$ cat config.mk
export PLATFORM = sky130hd
export DESIGN_NAME = vwbt_top
export DESIGN_NICKNAME = d
export VERILOG_FILES = /design/src/source/vwbt_pkg.sv /design/src/source/vwbt_if.sv /design/src/source/vwbt_ctrl.sv /design/src/source/vwbt_entry.sv /design/src/source/vwbt_read_mux.sv /design/src/source/vwbt_top.sv
export VERILOG_INCLUDE_DIRS = /design/src /design/src/source
export SDC_FILE = /design/constraint.sdc
export NUM_CORES = 1
export LEC_CHECK = 0
export ABC_AREA = 1
export BUFFER_PORTS_ARGS = -buffer_cell sky130_fd_sc_hd__buf_2
export CAP_MARGIN = 5
export CORE_MARGIN = 1.5
export CORE_UTILIZATION = 45
export CTS_BUF_LIST = sky130_fd_sc_hd__clkbuf_8
export DETAILED_ROUTE_END_ITERATION = 12
export PLACE_DENSITY_LB_ADDON = 0.12
export REMOVE_ABC_BUFFERS = 1
export SLEW_MARGIN = 15
export SYNTH_ARGS = -nofsm -noshare
export SYNTH_HDL_FRONTEND = slang
export SYNTH_SLANG_ARGS = --single-unit
$ cat constraint.sdc
create_clock -name wb_clk -period 1.49 [get_ports wb_clk]
set_input_delay 0.2235 -clock wb_clk [delete_from_list [all_inputs] [get_ports wb_clk]]
set_output_delay 0.2235 -clock wb_clk [all_outputs]
set_load 0.005 [all_outputs]
$ cat src/source/vwbt_defs.svh
// Sizes and encodings for the vector write-back table
// Include wherever entry count, index width or status bits are needed

`ifndef VWBT_DEFS_SVH
`define VWBT_DEFS_SVH

// Table geometry, one entry per physical vector register
`define VWBT_ENTRIES    32
`define VWBT_IDX_W      5

// ---------------------------------------------------------------------------
// Status word layout
// ---------------------------------------------------------------------------
// Written back, or retiring this cycle
`define VWBT_VEC_VLD    0
// Producer type of the last create
`define VWBT_VEC_TYPE   1
// Second producer still outstanding
`define VWBT_VEC_CNT    2

// Producer type code for load/store, ordinary ALU producer is 0
`define VWBT_TYPE_VLSU  1'b1

`endif

$ cat src/source/vwbt_pkg.sv
// Shared types for the vector write-back table
// Used by the RTL and the testbench through a wildcard import

`include "vwbt_defs.svh"

package vwbt_pkg;

  // Physical vector register index
  typedef logic [`VWBT_IDX_W-1:0] vreg_idx_t;

  // Producer type, 0 ALU, 1 load/store
  typedef logic prod_type_t;

  // Status word returned by the read ports
  // Bit positions come from the VWBT_VEC_* macros
  typedef logic [2:0] wbt_stat_t;

  // One bit per table entry
  typedef logic [`VWBT_ENTRIES-1:0] entry_vec_t;

endpackage

$ cat src/source/vwbt_if.sv
// Per-entry create and write-back controls of the write-back table
// The control block drives it, every entry picks out its own bit

`timescale 1ns/1ps

interface vwbt_if;

  import vwbt_pkg::*;

  // One-hot create strobe and the type to latch
  entry_vec_t create_en;
  prod_type_t create_type;

  // Merged write-back strobes of both ports
  entry_vec_t wb_en;

  // Table-wide return to written-back state
  logic       flush;

  // Control side
  modport ctrl (
    output create_en,
    output create_type,
    output wb_en,
    output flush
  );

  // Entry side
  modport entry (
    input  create_en,
    input  create_type,
    input  wb_en,
    input  flush
  );

endinterface

$ cat src/source/vwbt_ctrl.sv
// Request decode for the vector write-back table
// Turns create and write-back indices into one-hot strobes for the entries
// and checks the write-back request rules; the datapath is combinational

`timescale 1ns/1ps

module vwbt_ctrl (
  input  logic                  wb_clk,
  input  logic                  cpurst_b,
  input  logic                  create_vld,
  input  vwbt_pkg::vreg_idx_t   create_preg,
  input  vwbt_pkg::prod_type_t  create_type,
  input  logic                  wb0_vld,
  input  vwbt_pkg::vreg_idx_t   wb0_preg,
  input  logic                  wb1_vld,
  input  vwbt_pkg::vreg_idx_t   wb1_preg,
  input  logic                  flush,
  input  vwbt_pkg::entry_vec_t  pend,
  vwbt_if.ctrl                  ctl
);

  import vwbt_pkg::*;

  entry_vec_t create_dec;
  entry_vec_t wb0_dec;
  entry_vec_t wb1_dec;

  // ---------------------------------------------------------------------------
  // Index decode
  // ---------------------------------------------------------------------------
  // Shift a single one into place, zero when the request is idle
  assign create_dec = create_vld ? (entry_vec_t'(1) << create_preg) : '0;
  assign wb0_dec    = wb0_vld ? (entry_vec_t'(1) << wb0_preg) : '0;
  assign wb1_dec    = wb1_vld ? (entry_vec_t'(1) << wb1_preg) : '0;

  // ---------------------------------------------------------------------------
  // Strobes to the entries
  // ---------------------------------------------------------------------------
  // Flush wins over everything, so drop the other requests
  assign ctl.create_en   = flush ? '0 : create_dec;
  // Both ports share one strobe per entry
  assign ctl.wb_en       = flush ? '0 : (wb0_dec | wb1_dec);
  assign ctl.create_type = create_type;
  assign ctl.flush       = flush;

  // ---------------------------------------------------------------------------
  // Request rules
  // ---------------------------------------------------------------------------
  // Two ports on one register would lose a producer count
  a_wb_dup : assert property (
    @(posedge wb_clk) disable iff (!cpurst_b)
    !(wb0_vld && wb1_vld && !flush && (wb0_preg == wb1_preg))
  )
    else $error("write-back ports 0 and 1 name register %0d", wb0_preg);

  // Entry must be pending, pend comes back from the entry state
  a_wb_pend : assert property (
    @(posedge wb_clk) disable iff (!cpurst_b)
    (ctl.wb_en & ~pend) == '0
  )
    else $error("write-back to non-pending entries %h", ctl.wb_en & ~pend);

endmodule

$ cat src/source/vwbt_entry.sv
// One entry of the vector write-back table
// Holds written-back flag, producer type and outstanding-producer count
// and forms the entry's status word with same-cycle write-back bypass

`timescale 1ns/1ps

`include "vwbt_defs.svh"

module vwbt_entry (
  input  logic                 wb_clk,
  input  logic                 cpurst_b,
  vwbt_if.entry                ctl,
  input  int                   sel,
  output vwbt_pkg::wbt_stat_t  stat,
  output logic                 pend
);

  import vwbt_pkg::*;

  logic       wb_flag;
  prod_type_t inst_type;
  logic       cnt;
  logic       create_hit;
  logic       wb_hit;
  logic       cnt_nxt;

  // This entry's bit of the shared strobes
  assign create_hit = ctl.create_en[sel];
  assign wb_hit     = ctl.wb_en[sel];

  // ---------------------------------------------------------------------------
  // Written-back flag
  // ---------------------------------------------------------------------------
  always_ff @(posedge wb_clk or negedge cpurst_b)
  begin
    if (!cpurst_b)
      wb_flag <= 1'b1;
    else if (ctl.flush)
      wb_flag <= 1'b1;
    else if (create_hit)
      wb_flag <= 1'b0;
    // Last producer retires
    else if (wb_hit && !cnt)
      wb_flag <= 1'b1;
  end

  // ---------------------------------------------------------------------------
  // Producer type
  // ---------------------------------------------------------------------------
  always_ff @(posedge wb_clk or negedge cpurst_b)
  begin
    if (!cpurst_b)
      inst_type <= 1'b0;
    else if (ctl.flush)
      inst_type <= 1'b0;
    else if (create_hit)
      inst_type <= ctl.create_type;
  end

  // ---------------------------------------------------------------------------
  // Outstanding-producer counter
  // ---------------------------------------------------------------------------
  // Count up only for a load/store renamed onto a still pending register
  assign cnt_nxt = !wb_flag && !wb_hit && create_hit
                   && (ctl.create_type == `VWBT_TYPE_VLSU);

  always_ff @(posedge wb_clk or negedge cpurst_b)
  begin
    if (!cpurst_b)
      cnt <= 1'b0;
    else if (ctl.flush)
      cnt <= 1'b0;
    else if (create_hit || wb_hit)
      cnt <= cnt_nxt;
  end

  // Status word, valid also set by a retiring write-back this cycle
  assign stat[`VWBT_VEC_VLD]  = wb_flag || (wb_hit && !cnt);
  assign stat[`VWBT_VEC_TYPE] = inst_type;
  assign stat[`VWBT_VEC_CNT]  = cnt;
  assign pend                 = !wb_flag;

  // Second producer only exists while pending
  a_cnt_pend : assert property (
    @(posedge wb_clk) disable iff (!cpurst_b) !(wb_flag && cnt)
  )
    else $error("entry %0d has count set while written back", sel);

endmodule

$ cat src/source/vwbt_read_mux.sv
// Operand read ports of the vector write-back table
// Three independent selections of an entry's status word by register index,
// combinational from the index and the entry state

`timescale 1ns/1ps

`include "vwbt_defs.svh"

module vwbt_read_mux (
  input  vwbt_pkg::wbt_stat_t  stat_arr [`VWBT_ENTRIES],
  input  vwbt_pkg::vreg_idx_t  rd_preg0,
  input  vwbt_pkg::vreg_idx_t  rd_preg1,
  input  vwbt_pkg::vreg_idx_t  rd_preg2,
  output vwbt_pkg::wbt_stat_t  rd_stat0,
  output vwbt_pkg::wbt_stat_t  rd_stat1,
  output vwbt_pkg::wbt_stat_t  rd_stat2
);

  import vwbt_pkg::*;

  // ---------------------------------------------------------------------------
  // Status selection
  // ---------------------------------------------------------------------------
  // Index width covers the table exactly, no range check needed
  assign rd_stat0 = stat_arr[rd_preg0];
  assign rd_stat1 = stat_arr[rd_preg1];
  assign rd_stat2 = stat_arr[rd_preg2];

  // ---------------------------------------------------------------------------
  // Index checks
  // ---------------------------------------------------------------------------
  // Unknown index would hide a wrong operand status
  always_comb
  begin
    a_rd0_known : assert (!$isunknown(rd_preg0))
      else $error("read port 0 index unknown");
    a_rd1_known : assert (!$isunknown(rd_preg1))
      else $error("read port 1 index unknown");
    a_rd2_known : assert (!$isunknown(rd_preg2))
      else $error("read port 2 index unknown");
  end

endmodule

$ cat src/source/vwbt_top.sv
// Top level of the vector write-back table
// Decode allocates with create, two ports retire producers, flush clears
// the table and three read ports return status words to operand decode

`timescale 1ns/1ps

`include "vwbt_defs.svh"

module vwbt_top (
  input  logic                  wb_clk,
  input  logic                  cpurst_b,
  input  logic                  create_vld,
  input  vwbt_pkg::vreg_idx_t   create_preg,
  input  vwbt_pkg::prod_type_t  create_type,
  input  logic                  wb0_vld,
  input  vwbt_pkg::vreg_idx_t   wb0_preg,
  input  logic                  wb1_vld,
  input  vwbt_pkg::vreg_idx_t   wb1_preg,
  input  logic                  flush,
  input  vwbt_pkg::vreg_idx_t   rd_preg0,
  input  vwbt_pkg::vreg_idx_t   rd_preg1,
  input  vwbt_pkg::vreg_idx_t   rd_preg2,
  output vwbt_pkg::wbt_stat_t   rd_stat0,
  output vwbt_pkg::wbt_stat_t   rd_stat1,
  output vwbt_pkg::wbt_stat_t   rd_stat2
);

  import vwbt_pkg::*;

  // Per-entry status words and pending flags
  wbt_stat_t  stat_arr [`VWBT_ENTRIES];
  entry_vec_t pend;

  // Strobes from decode to the entries
  vwbt_if wbt_if ();

  // ---------------------------------------------------------------------------
  // Request decode
  // ---------------------------------------------------------------------------
  vwbt_ctrl u_ctrl (
    .wb_clk      (wb_clk),
    .cpurst_b    (cpurst_b),
    .create_vld  (create_vld),
    .create_preg (create_preg),
    .create_type (create_type),
    .wb0_vld     (wb0_vld),
    .wb0_preg    (wb0_preg),
    .wb1_vld     (wb1_vld),
    .wb1_preg    (wb1_preg),
    .flush       (flush),
    .pend        (pend),
    .ctl         (wbt_if.ctrl)
  );

  // ---------------------------------------------------------------------------
  // Table entries
  // ---------------------------------------------------------------------------
  for (genvar i = 0; i < `VWBT_ENTRIES; i++)
  begin : g_entry
    vwbt_entry u_entry (
      .wb_clk   (wb_clk),
      .cpurst_b (cpurst_b),
      .ctl      (wbt_if.entry),
      .sel      (i),
      .stat     (stat_arr[i]),
      .pend     (pend[i])
    );
  end

  // Operand status read
  vwbt_read_mux u_read_mux (
    .stat_arr (stat_arr),
    .rd_preg0 (rd_preg0),
    .rd_preg1 (rd_preg1),
    .rd_preg2 (rd_preg2),
    .rd_stat0 (rd_stat0),
    .rd_stat1 (rd_stat1),
    .rd_stat2 (rd_stat2)
  );

endmodule
== Yosys cells after proc, flatten, opt, wreduce, memory -nomap -nowiden ==
Index checks and enable logic that the tools add are counted.
Widths: inputs -> output; s select.
Storage, ports and cells
  bits in registers: 96
  bits of input ports: 37
  output and inout bits: 9
  logic and storage cells: 728
Operators by class
  order comparisons: 3
  shifts and indexed selects: 3
  muxes and demuxes: 238
  bitwise gates (word level): 4
  reductions and logical operators: 384
Operator list (number)
  $mux 1: 224
  $mux 32: 5
  $logic_and 1x1->1: 128
  $reduce_bool 2->1: 64
  $logic_not 1->1: 96
  $reduce_bool 3->1: 32
  $shl 1x5->32 const A: 3
  $logic_or 1x1->1: 64
  $bmux 3 s5: 3
  $or 32x32->32: 1
  $ge 6x6->1 const B: 3
  $mux 3: 6
  $not 5->6: 3

== Logic depth before layout (Yosys ltp) ==
  word-level depth: 10
  mapped depth: 14
  mapped depth without buffers: 14

== Cells and area by module ==
From an unflattened synthesis, not the netlist that was laid out.
Second synthesis, totals
  cell total of the unflattened synthesis: 6365
  area total of the unflattened synthesis: 31194.9 um^2
Modules (own cells, without submodules)
  vwbt_entry: instances 32, cells each 170, area each 843.3 um^2, sequential area each 76.3 um^2
  vwbt_read_mux: instances 1, cells each 687, area each 2932.8 um^2, sequential area each 0.0 um^2
  vwbt_ctrl: instances 1, cells each 236, area each 1268.7 um^2, sequential area each 0.0 um^2
  vwbt_top: instances 1, cells each 2, area each 7.5 um^2, sequential area each 0.0 um^2

== Worst setup path after synthesis ==
OpenSTA, ideal clock, no wires.
  path kind: input to output
  start point: input port wb1_preg[2]
  end point: output port rd_stat0[0]
  data arrival time: 1.280 ns
  required time: 1.266 ns
  setup slack: -0.013 ns
  cell stages on the path: 14
  path through: buf_6 inv_2 nand3_1 nor2_1 nand2_1 nand2_1 nand3b_1 nand3_1 nand2_1 nand3_1 nand3_1 nand2_1 nand2_1 nand2_1
On the way
  cells in the longest elaborated chain, start to end: 9
  elaborated cells on any way between the ends: 71
  those cells by class: shift (1); mux (5); bitwise (1); reduce/logical (64)
Ends and longest elaborated chain
  start: declaration: line vwbt_top.sv:18  | input vwbt_pkg::vreg_idx_t wb1_preg,
  $shl 1x5->32 (*): line vwbt_ctrl.sv:34  | assign wb1_dec = wb1_vld ? (entry_vec_t'(1) << wb1_preg) : '0;
  $mux 32 (*): line vwbt_ctrl.sv:34
  $or 32x32->32 (*): line vwbt_ctrl.sv:42  | assign ctl.wb_en = flush ? '0 : (wb0_dec | wb1_dec);
  $mux 32 (*): line vwbt_ctrl.sv:42
  $logic_and 1x1->1: line vwbt_entry.sv:78  | assign stat[`VWBT_VEC_VLD] = wb_flag || (wb_hit && !cnt);
  $logic_or 1x1->1: line vwbt_entry.sv:78
  $bmux 3 s5 (*): line vwbt_read_mux.sv:25  | assign rd_stat0 = stat_arr[rd_preg0];
  $mux 3 (implied by the code) (*) (2 in a row): line vwbt_read_mux.sv:25
  end: declaration: line vwbt_top.sv:23  | output vwbt_pkg::wbt_stat_t rd_stat0,
Mark *: on every way between the ends. The rest lies on a longest branch, timed or not. The select of a mux whose other input is x is not followed.

== Final worst setup path ==
  start point: register g_entry[18].u_entry.inst_type
  end point: output port rd_stat0[1]
On the way
  cells in the longest elaborated chain, start to end: 3
Ends and longest elaborated chain
  start: declaration: line vwbt_entry.sv:21  | prod_type_t inst_type;
  start signal: assignment: line vwbt_entry.sv:57  | inst_type <= ctl.create_type;
  $bmux 3 s5: line vwbt_read_mux.sv:25
  $mux 3 (implied by the code) (2 in a row): line vwbt_read_mux.sv:25
No other way between the ends. The select of a mux whose other input is x is not followed.

==> flow_summary.json <==
{
  "report.power.total_mw": 6.52,
  "rsz0062_at_grt": "yes",
  "hold_viol_final": 0,
  "powerDensity_nw_per_um2": 555,
  "swShare_pct": 35.3,
  "rows": 48,
  "synth_area_leaders": "dfrtp_1 (20%), nand3_1 (16%), o21ai_0 (11%)",
  "synthArstFlopShare_pct": 100,
  "maxSlewViolCount": 0,
  "antenna_found_initial": 1,
  "ant_nets": 0,
  "pwr-share-seq_pct": 40.9,
  "drive_above_1_share_pct": 38.0,
  "dpl.hpwl_mm": 28.1,
  "maxCapViolations": 0,
  "clk_latency_ns": 0.39,
  "p_clk_share_pct": 28.7,
  "tightest_slew_ns": 0.538,
  "synth_most_common_cell": "nand3_1",
  "wirelength_mm": 37.9,
  "yosys-top-cells-count": "nand3_1 (256), nand2_1 (219), o21ai_0 (182)",
  "root_buffer": "clkbuf_8",
  "ios": 46,
  "cpPeakStageDelay_ns": 0.39,
  "cp-end-kind": "primary output",
  "totalNegativeSetupSlack_ns": -4.96,
  "fmax_mhz": 478,
  "cpMaxStageDelayCell": "dfrtp_1",
  "worst_slack_ns": -0.601,
  "yosysTopAreaCellShare_pct": 19.8,
  "start_util_pct": 46.4,
  "cts_buffers": 9,
  "syn_area_um2": 8110,
  "grt_max_degree": 94,
  "clk_pin_slew_ns": 0.10,
  "num_vias": 10859,
  "first_pass_iters": 6,
  "syn_inst": 1300,
  "clock_path_buffers": 2,
  "cts_tree": "done",
  "die_h_um": 137,
  "drc": 0,
  "switching_power_mw": 2.30,
  "grt.overflow.total": 0,
  "grt_pass1_vias": 9848,
  "min_period_ns": 2.09,
  "path_class": "reg -> out",
  "grt_first_pass_wirelength_mm": 56.5,
  "place.port_buffers": 45,
  "grtUsageTotal_pct": 40.6,
  "synth_top_cell_by_area": "dfrtp_1",
  "status": "finished, violations left",
  "fin_crit_sh_pct": 140,
  "cts-htree-levels": 3,
  "crit_required_ns": 1.27,
  "finalSetupViolations": 9,
  "area_growth_syn_to_layout_pct": 45.0,
  "fin_nets": 1604,
  "vias_per_cell": 6.04,
  "pwr-share-comb_pct": 30.4,
  "critPathMaxFanout": 3,
  "wl_per_cell_um": 21.1,
  "violations": "negative setup slack",
  "fp.dieW_um": 137,
  "avgSynthCellArea_um2": 6.24,
  "fp.dieArea_um2": 18800,
  "vdd_drop_max_mv": 0.453,
  "slew_headroom_pct": 64.1,
  "worstPathCellList": "inv_1 -> a21oi_1 -> o21ai_0 -> o211ai_1 -> a31oi_1 -> a32oi_1 -> buf_2",
  "clock-sinks": 96,
  "synth_enable_flop_cells": 0,
  "gp_congestion": 1.07,
  "ys_warn_count": 0,
  "p_int_mw": 4.22,
  "synth_top_flop_cell": "dfrtp_1",
  "synth-seq-area-share_pct": 30.1,
  "hold_path_class": "in -> async",
  "core_area_um2": 17500,
  "ys_ff_latch": 96,
  "leakage_nw": 5.25,
  "cp.arrival_ns": 1.87,
  "start_kind": "register",
  "fin_skew_ns": 0.00897,
  "synth_cell_types": 34,
  "first_iter_violations": 1294
}
layout make-up:
class                           count  area (um2)
Inverter                          139         531
Fill cell                        1601        5720
Clock buffer                       10         138
Timing Repair inverter              1        7.51
Antenna cell                        1        2.50
Clock inverter                      6        61.3
Multi-Input combinational cell    984        5500
Tap cell                          225         282
Sequential cell                    96        2440
Timing Repair Buffer              336        2790
routing by layer:
layer	wire [um]	GRT usage (%)	share of wire (%)	vias up
met2	17000	63.9	45	644
met3	3890	7.76	10	147
li1	-	-	-	5001
met4	2110	19.5	5.6	2
met1	14900	53.6	39	5065
met5	13	0	0.034	-
cells in the final DEF (no fill, tap or decap), types with 4 or more instances in the layout:
cell type,instances
inv_2,33
a21oi_2,13
o21ai_0,129
nor2_2,22
nor2_4,6
a32oi_2,4
o21ai_2,8
a31oi_1,8
buf_12,25
nand2_2,32
nor3_1,9
a21oi_1,75
o21ai_1,47
or2_2,5
clkbuf_8,10
nor2_1,93
o31ai_1,7
nand2_1,188
buf_2,39
inv_1,94
nand4_1,35
dfrtp_1,62
nand3_1,182
buf_4,262
nand3_4,9
a211oi_1,4
o211ai_1,15
nand3_2,71
buf_6,8
dfstp_2,32
clkinv_1,10
critical path: cells and delay by family (launching register included):
| family | cells | cell delay [ns] |
|---|---|---|
| compound gates | 5 | 0.81 |
| buf+inv | 2 | 0.29 |
| flops | 1 | 0.39 |
per-stage QoR:
| stage | cell area [um2] | worst slack, ns | instances | hold WS, ns | util (%) |
|---|---|---|---|---|---|
| after detailed placement | 10500 | -0.706 | 1746 | 0.0284 | 59.9 |
| after global placement | 10500 | -0.698 | 1746 | 0.0265 | 59.9 |
| after floorplan | 7720 | -0.941 | 1219 | -0.0721 | - |
| after CTS | 11300 | -0.530 | 1785 | 0.157 | 64.5 |
| after global routing | 11800 | -0.643 | 1797 | 0.185 | 67.2 |
| final | 11800 | -0.601 | 1798 | 0.159 | 67.3 |
timing repair:
action	in CTS	in global routing
endpoints found under the hold margin	64	0
pin swaps	55	59
endpoints found under the setup margin	9	10
gates resized for setup	174	97
hold buffers	1	0
gates cloned	1	1
buffers inserted	21	11
power groups by stage:
stage	Clock [mW]	Combinational (mW)	Sequential, mW
floorplan	0	0.622	2.70
global placement	0	1.70	2.71
detailed placement	0	1.70	2.71
CTS	1.88	1.83	2.67
global route	1.95	2.09	2.67
finish	1.87	1.99	2.67
registers in the layout, summed over array words and instances, names as in the netlist:
name and cells:
g_entry.u_entry.cnt 32, g_entry.u_entry.inst_type 32, g_entry.u_entry.wb_flag 32
path summary, 6_finish.rpt:
| kind | start | end | slack [ns] | cells after the start |
|---|---|---|---|---|
| worst max-delay path | g_entry[18].u_entry.inst_type | rd_stat0[1] | -0.60 | 7 |
| worst min-delay path | cpurst_b | g_entry[12].u_entry.cnt | 0.16 | 2 |
| worst max register to register | g_entry[6].u_entry.cnt | g_entry[6].u_entry.wb_flag | 0.21 | 7 |
| worst min register to register | g_entry[18].u_entry.inst_type | g_entry[18].u_entry.inst_type | 0.53 | 2 |
| max in group asynchronous | cpurst_b | g_entry[21].u_entry.wb_flag | 0.60 | 3 |
| min in group wb_clk | flush | g_entry[28].u_entry.cnt | 0.31 | 5 |
cells by family after synthesis:
family / share of synthesized area (%)
flops: 30.1
simple gates: 36.8
buf+inv: 11.2
compound gates: 21.9
Power figures use the tool's default switching activity.
